===== src/design/irq_settings.svh =====
`ifndef IRQ_SETTINGS_SVH
`define IRQ_SETTINGS_SVH

// Number of interrupt sources
// Bit order follows the CPU: vblank, lcdc, timer, serial, hilo
`define IRQ_COUNT 5

// Memory-mapped register addresses
// IF sits in the I/O page, IE at the very top of the map
`define IRQ_IF_ADDR 16'hFF0F
`define IRQ_IE_ADDR 16'hFFFF

// Page byte shared by both registers
// Anything outside it is ignored by the decoder
`define IRQ_IO_PAGE 8'hFF

// Jump vector for source 0
`define IRQ_VECTOR_BASE 8'h40

// Distance between consecutive vectors
// Gives 40, 48, 50, 58, 60 for the five sources
`define IRQ_VECTOR_STRIDE 8'd8

// Width of the read data byte
// Register bits above IRQ_COUNT read as zero
`define IRQ_DATA_WIDTH 8

`endif

===== src/design/irq_source_pkg.sv =====
`default_nettype none

`include "irq_settings.svh"

package irq_source_pkg;

   // Source number
   // Index 0 has the highest priority
   typedef logic [2:0] irq_index_t;

   // One bit per source
   // Used for requests and for the one-hot grant
   typedef logic [`IRQ_COUNT-1:0] irq_mask_t;

   // Per-cell update controls from the bus decoder
   // request is OR-ed in after write and clear
   typedef struct packed {
      logic flag_write;
      logic flag_wdata;
      logic enable_write;
      logic enable_wdata;
      logic request;
      logic clear;
   } cell_ctrl_t;

   // Per-cell state seen by the encoder
   // pending is flag AND enable
   typedef struct packed {
      logic flag;
      logic enable;
      logic pending;
   } cell_status_t;

   // Which register a read strobe selected
   typedef struct packed {
      logic read_if;
      logic read_ie;
   } read_sel_t;

endpackage

`default_nettype wire


===== src/design/irq_bus_pkg.sv =====
`default_nettype none

package irq_bus_pkg;

   // Address split into page and offset
   // Page byte is the upper half
   typedef struct packed {
      logic [7:0] page;
      logic [7:0] offset;
   } bus_addr_split_t;

   // One address word, two readings
   // full for exact match, split for the page check
   typedef union packed {
      logic [15:0]     full;
      bus_addr_split_t split;
   } bus_addr_t;

   // Request side of the register bus
   // write and read are single-cycle strobes, never both high
   typedef struct packed {
      bus_addr_t  address;
      logic [7:0] wdata;
      logic       write;
      logic       read;
   } bus_req_t;

   // Response side of the register bus
   // Arrives one cycle after a read strobe
   typedef struct packed {
      logic [7:0] rdata;
      logic       rdata_valid;
   } bus_rsp_t;

endpackage

`default_nettype wire


===== src/design/irq_controller.sv =====
`timescale 1ns/1ns
`default_nettype none

`include "irq_settings.svh"

module irq_controller
   import irq_bus_pkg::*;
   import irq_source_pkg::*;
(
   input  logic       clock,
   input  logic       reset,
   input  bus_req_t   bus,
   input  logic       halt,
   input  logic       ack,
   input  irq_mask_t  request,
   output bus_rsp_t   rsp,
   output logic       irq,
   output logic [7:0] vector,
   output irq_mask_t  grant
);

   // Per-cell control and status
   cell_ctrl_t   [`IRQ_COUNT-1:0] ctrl;
   cell_status_t [`IRQ_COUNT-1:0] status;
   read_sel_t                     read_sel;

   // Address match, halt block, clear forming
   // grant comes back from the encoder
   irq_bus_decode decode_i (
      .bus      (bus),
      .halt     (halt),
      .ack      (ack),
      .request  (request),
      .grant    (grant),
      .ctrl     (ctrl),
      .read_sel (read_sel)
   );

   // One flag and enable pair per source
   for (genvar i = 0; i < `IRQ_COUNT; i++) begin : g_cell
      irq_source_cell cell_i (
         .clock  (clock),
         .reset  (reset),
         .ctrl   (ctrl[i]),
         .status (status[i])
      );
   end

   // Priority pick, vector and read response
   irq_priority_encoder encoder_i (
      .clock    (clock),
      .reset    (reset),
      .status   (status),
      .read_sel (read_sel),
      .irq      (irq),
      .vector   (vector),
      .grant    (grant),
      .rsp      (rsp)
   );

endmodule

`default_nettype wire


===== src/design/irq_priority_encoder.sv =====
`timescale 1ns/1ns
`default_nettype none

`include "irq_settings.svh"

module irq_priority_encoder
   import irq_bus_pkg::*;
   import irq_source_pkg::*;
(
   input  logic                           clock,
   input  logic                           reset,
   input  cell_status_t [`IRQ_COUNT-1:0]  status,
   input  read_sel_t                      read_sel,
   output logic                           irq,
   output logic [7:0]                     vector,
   output irq_mask_t                      grant,
   output bus_rsp_t                       rsp
);

   irq_mask_t  flags;
   irq_mask_t  enables;
   irq_mask_t  pending;
   irq_index_t sel;
   logic       found;
   logic [`IRQ_DATA_WIDTH-1:0] rdata;
   logic       rdata_valid;

   // Gather per-cell status into masks
   always_comb begin
      for (int i = 0; i < `IRQ_COUNT; i++) begin
         flags[i]   = status[i].flag;
         enables[i] = status[i].enable;
         pending[i] = status[i].pending;
      end
   end

   // Lowest index wins
   // Scan downward so the last hit is the smallest
   always_comb begin
      found = 1'b0;
      sel   = '0;
      for (int i = `IRQ_COUNT - 1; i >= 0; i--) begin
         if (pending[i]) begin
            found = 1'b1;
            sel   = irq_index_t'(i);
         end
      end
   end

   // One-hot grant
   // Zero when nothing is pending
   assign grant = found ? irq_mask_t'(1) << sel : '0;
   assign irq   = found;

   // Idle sel is 0, so vector rests at the base
   assign vector = `IRQ_VECTOR_BASE + `IRQ_VECTOR_STRIDE * 8'(sel);

   // Read data captured on the strobe
   always_ff @(posedge clock) begin
      if (read_sel.read_if) begin
         rdata <= {{(`IRQ_DATA_WIDTH - `IRQ_COUNT){1'b0}}, flags};
      end else if (read_sel.read_ie) begin
         rdata <= {{(`IRQ_DATA_WIDTH - `IRQ_COUNT){1'b0}}, enables};
      end
   end

   // Valid for one cycle after each read
   always_ff @(posedge clock or posedge reset) begin
      if (reset) begin
         rdata_valid <= 1'b0;
      end else begin
         rdata_valid <= read_sel.read_if | read_sel.read_ie;
      end
   end

   assign rsp.rdata       = rdata;
   assign rsp.rdata_valid = rdata_valid;

endmodule

`default_nettype wire


===== src/design/irq_source_cell.sv =====
`timescale 1ns/1ns
`default_nettype none

module irq_source_cell
   import irq_source_pkg::*;
(
   input  logic         clock,
   input  logic         reset,
   input  cell_ctrl_t   ctrl,
   output cell_status_t status
);

   logic flag;
   logic enable;
   logic flag_next;

   // Flag next state
   // Write beats clear, request beats both
   always_comb begin
      flag_next = flag;
      if (ctrl.flag_write) begin
         flag_next = ctrl.flag_wdata;
      end else if (ctrl.clear) begin
         flag_next = 1'b0;
      end
      flag_next = flag_next | ctrl.request;
   end

   always_ff @(posedge clock or posedge reset) begin
      if (reset) begin
         flag   <= 1'b0;
         enable <= 1'b0;
      end else begin
         flag <= flag_next;
         // Halt block already applied upstream
         if (ctrl.enable_write) begin
            enable <= ctrl.enable_wdata;
         end
      end
   end

   // Status read straight from the flops
   assign status.flag    = flag;
   assign status.enable  = enable;
   assign status.pending = flag & enable;

endmodule

`default_nettype wire


===== src/design/irq_bus_decode.sv =====
`timescale 1ns/1ns
`default_nettype none

`include "irq_settings.svh"

module irq_bus_decode
   import irq_bus_pkg::*;
   import irq_source_pkg::*;
(
   input  bus_req_t                       bus,
   input  logic                           halt,
   input  logic                           ack,
   input  irq_mask_t                      request,
   input  irq_mask_t                      grant,
   output cell_ctrl_t [`IRQ_COUNT-1:0]    ctrl,
   output read_sel_t                      read_sel
);

   logic io_page;
   logic hit_if;
   logic hit_ie;
   logic if_write;
   logic ie_write;

   // Quick reject on the page byte
   assign io_page = (bus.address.split.page == `IRQ_IO_PAGE);

   // Exact match on the whole word
   assign hit_if = io_page && (bus.address.full == `IRQ_IF_ADDR);
   assign hit_ie = io_page && (bus.address.full == `IRQ_IE_ADDR);

   // IF writes still go through during DMA halt
   assign if_write = bus.write & hit_if;

   // IE is frozen while halted
   assign ie_write = bus.write & hit_ie & ~halt;

   // Read select goes straight to the response register
   assign read_sel.read_if = bus.read & hit_if;
   assign read_sel.read_ie = bus.read & hit_ie;

   // Fan out to each cell
   always_comb begin
      for (int i = 0; i < `IRQ_COUNT; i++) begin
         // Same strobe for all cells
         // Each cell takes its own data bit
         ctrl[i].flag_write   = if_write;
         ctrl[i].flag_wdata   = bus.wdata[i];
         ctrl[i].enable_write = ie_write;
         ctrl[i].enable_wdata = bus.wdata[i];
         // Requests pass through untouched even under halt
         ctrl[i].request      = request[i];
         // Only the granted source is cleared
         ctrl[i].clear        = ack & grant[i];
      end
   end

endmodule

`default_nettype wire


===== config.mk =====
export PLATFORM = sky130hd
export DESIGN_NAME = irq_controller
export DESIGN_NICKNAME = d
export VERILOG_FILES = /design/src/design/irq_source_pkg.sv /design/src/design/irq_bus_pkg.sv /design/src/design/irq_controller.sv /design/src/design/irq_priority_encoder.sv /design/src/design/irq_source_cell.sv /design/src/design/irq_bus_decode.sv
export VERILOG_INCLUDE_DIRS = /design/src /design/src/design
export SDC_FILE = /design/constraint.sdc
export NUM_CORES = 1
export LEC_CHECK = 0
export ABC_AREA = 1
export BUFFER_PORTS_ARGS = -buffer_cell sky130_fd_sc_hd__buf_2
export CAP_MARGIN = 0
export CORE_MARGIN = 2
export CORE_UTILIZATION = 43
export DETAILED_ROUTE_END_ITERATION = 12
export GPL_TIMING_DRIVEN = 0
export PLACE_DENSITY = 0.85
export SKIP_CTS_REPAIR_TIMING = 1
export SLEW_MARGIN = 10
export SYNTH_ARGS = -nofsm -noshare
export SYNTH_HDL_FRONTEND = slang
export SYNTH_SLANG_ARGS = --single-unit
export TNS_END_PERCENT = 10

===== constraint.sdc =====
create_clock -name clock -period 1.3 [get_ports clock]
set_input_delay 0.065 -clock clock [delete_from_list [all_inputs] [get_ports clock]]
set_output_delay 0.065 -clock clock [all_outputs]
set_load 0.01 [all_outputs]

==> metrics.md <==
| Metric | Value |
|---|---|
| Combinational share of power | 13.9% |
| Status | complete, but fails checks |
| Setup violators final | 4 |
| Cell row count | 17 |
| Final worst-path cycle share | 101% |
| RSZ-0062 raised after global routing | yes |
| Cell-internal power | 757 uW |
| Cell count after synthesis | 136 |
| CTS root buffer | clkbuf_4 |
| TNS Setup | -38.5 ps |
| R2R depth | 6 |
| Critical-path maximum fanout | 5 |
| Synthesized flop and latch total | 16 |
| Clk buf depth | 2 |
| Sw frac | 22.1% |
| Ant. Diodes | 0 |
| Number of fillers in the final layout | 219 |
| Clk_skew | 3.46 ps |
| Worst hold path stage count | 3 |
| Setup Slack @ Placement | -22.8 ps |
| Final setup margin | -17.5 ps |
| YS warnings | 0 |
| EDFF count, synth | 5 |
| Sequential Power Share | 53.1% |
| Crit path top cell by count | inv_2 |
| Power density cells | 668 mW/mm^2 |
| DRT Wirelength | 2.15 mm |
| Syn avg cell area | 7.63 sq um |
| IO Port Bufs | 46 |
| Worst-Skew Late Latency | 280 ps |
| Post-DP HPWL | 1.76 mm |
| Cell leakage power | 0.901 nW |
| GRT Residual Overflow | 0 |
| Slowest CP cell | dfrtp_1 |
| Min Hold Slack | 27.2 ps |
| Largest net degree at the start of global routing | 12 |
| Final hold viol count | 0 |
| Nets | 236 |
| Die X-Extent | 53.1 um |
| Share of cells above drive strength 1 | 41.5% |
| Placed insts | 216 |
| NetSw | 215 uW |
| Crit end category | primary output |
| Final Power | 972 uW |
| DIE AREA | 0.00282 sq mm |
| Fmax achieved | 0.759 GHz |
| Multi-input gate area | 517 sq um |
| Hold Crit Class | input port to flop |
| Post-layout util | 64.5% |
| Max_cap viols | 0 |
| Clk slew on worst S/H paths | 90 ps |
| Initial DRC count | 23 |
| Final Cell Area | 0.00146 sq mm |
| Starting Density | 46.0% |
| Vias in the first global route | 784 |
| TritonCTS buffer count | 3 |
| H-tree levels | 1 |
| Pre-antenna DRT Iters | 4 |
| Synth cell types | 21 |
| Max rail drop VDD | 0.392 mV |
| First-pass GRT wire length | 3.14 mm |
| Clk sinks | 16 |
| Synth area leaders | dfrtp_1 27%, nand2_1 16%, edfxtp_1 14%, nand3_1 7.7%, buf_4 6.5% |
| Initial antenna violation count | 0 |
| Critical Path AT | 1250 ps |
| CP max stage delay | 410 ps |
| Mapped Area | 0.00104 sq mm |
| Clock power frac | 33.0% |
| Antenna viol nets, final | 0 |
| Sequential area share after synthesis | 41.0% |
| Area grow syn2layout | 40.3% |
| Die Ht | 53.1 um |
| WP data required | 1240 ps |
| Ys flop type | dfrtp_1 |
| Most frequent cell after synthesis | nand2_1 |
| Min cycle time layout | 1320 ps |
| Max Slew Vio Count | 0 |
| Startpoint Class | flop |
| Placer's final routability congestion estimate | 0.825 |
| Placed Area | 0.00133 sq mm |
| Remaining routing DRC violations | 0 |
| Total global-route track usage | 15.3% |
| Crit Path Category | flop to primary output |
| Reg area | 425 sq um |
| CTS tree | yes |
| # IOs | 58 |
| Top cell type's share of synthesized area | 26.5% |
| Cells along the critical path | nand2_2, inv_2, nor2_2, inv_2, a21oi_2, buf_2 |
| Failing checks | setup timing |
| DR vias | 1046 |
| Final std cells w/o fill | 228 |
| Core ar. | 0.00225 sq mm |
| Post-DR wirelength/cell | 9.44 um |
| Ys async rst share | 68.8% |
| Synth top cells by count | 45 x nand2_1, 16 x nand3_1, 15 x inv_1 |
| Vias/cell | 4.59 |
| Largest area contributor in the netlist | dfrtp_1 |
-- cells by family after synthesis --
group / count (synthesis) / share of synthesized area [%]
other: 2 / 0.724
buffers and inverters: 27 / 13.1
DFF: 16 / 41.0
and+or+nand+nor: 87 / 43.2
AOI/OAI and AO/OA: 4 / 1.93
-- power groups by stage --
stage | clock (mW) | sequential (mW) | combinational [mW]
2_1_floorplan | 0 | 0.527 | 0.0627
3_3_place_gp | 0 | 0.527 | 0.120
3_5_place_dp | 0 | 0.527 | 0.122
4_1_cts | 0.329 | 0.516 | 0.122
5_1_grt | 0.369 | 0.516 | 0.150
6_report | 0.320 | 0.516 | 0.135
-- sequential cells by signal, summed over array words and instances (netlist names) --
| name | count |
|---|---|
| g_cell.cell_i.flag | 5 |
| encoder_i.rdata_valid | 1 |
| g_cell.cell_i.enable | 5 |
| encoder_i.rdata | 5 |
-- worst max-delay path, delay by kind of cell (launching register included) --
kind,cells,cell delay [ps]
AOI/OAI and AO/OA,1,90
buffers and inverters,3,220
DFF,1,410
and+or+nand+nor,2,240
-- layer usage --
metal / vias to the layer above / wire [um] / global-route usage (%)
li1: 547 / - / -
met3: 5 / 196 / 2.82
met4: 0 / 36 / 7.69
met1: 439 / 933 / 20.0
met5: - / 0 / 0
met2: 55 / 987 / 24.2
-- layout by cell type, fill, tap and decap left out, drive strengths merged --
cell / count
inv: 17
edfxtp: 5
nand3b: 1
o21ai: 1
conb: 8
buf: 57
dfrtp: 11
nor2: 11
dlygate4sd3: 6
nor3: 2
nand2: 48
nand4: 6
clkbuf: 4
a21oi: 3
clkinv: 1
nand3: 18
and2b: 1
-- area by class of cell --
cell class                      count  share of cell area [%]
Inverter                           18                    4.73
Clock buffer                        4                    2.49
Tap cell                           28                    2.41
Sequential cell                    16                    29.2
Buffer                              9                    4.64
Multi-Input combinational cell     99                    35.5
Timing Repair Buffer               54                    21.0
-- path summary, 6_finish.rpt --
path | startpoint | to | slack (ps)
max | g_cell[2].cell_i.enable$_DFFE_PP0P_ | vector[3] | -20
min | bus[2] | g_cell[0].cell_i.enable$_DFFE_PP0P_ | 30
max reg2reg | g_cell[2].cell_i.enable$_DFFE_PP0P_ | g_cell[2].cell_i.flag$_DFF_PP0_ | 200
min reg2reg | g_cell[4].cell_i.enable$_DFFE_PP0P_ | g_cell[4].cell_i.enable$_DFFE_PP0P_ | 520
max in group asynchronous | reset | g_cell[2].cell_i.flag$_DFF_PP0_ | 730
min in group asynchronous | reset | encoder_i.rdata_valid$_DFF_PP0_ | 290
No activity file was read; power rests on OpenSTA's default activity.
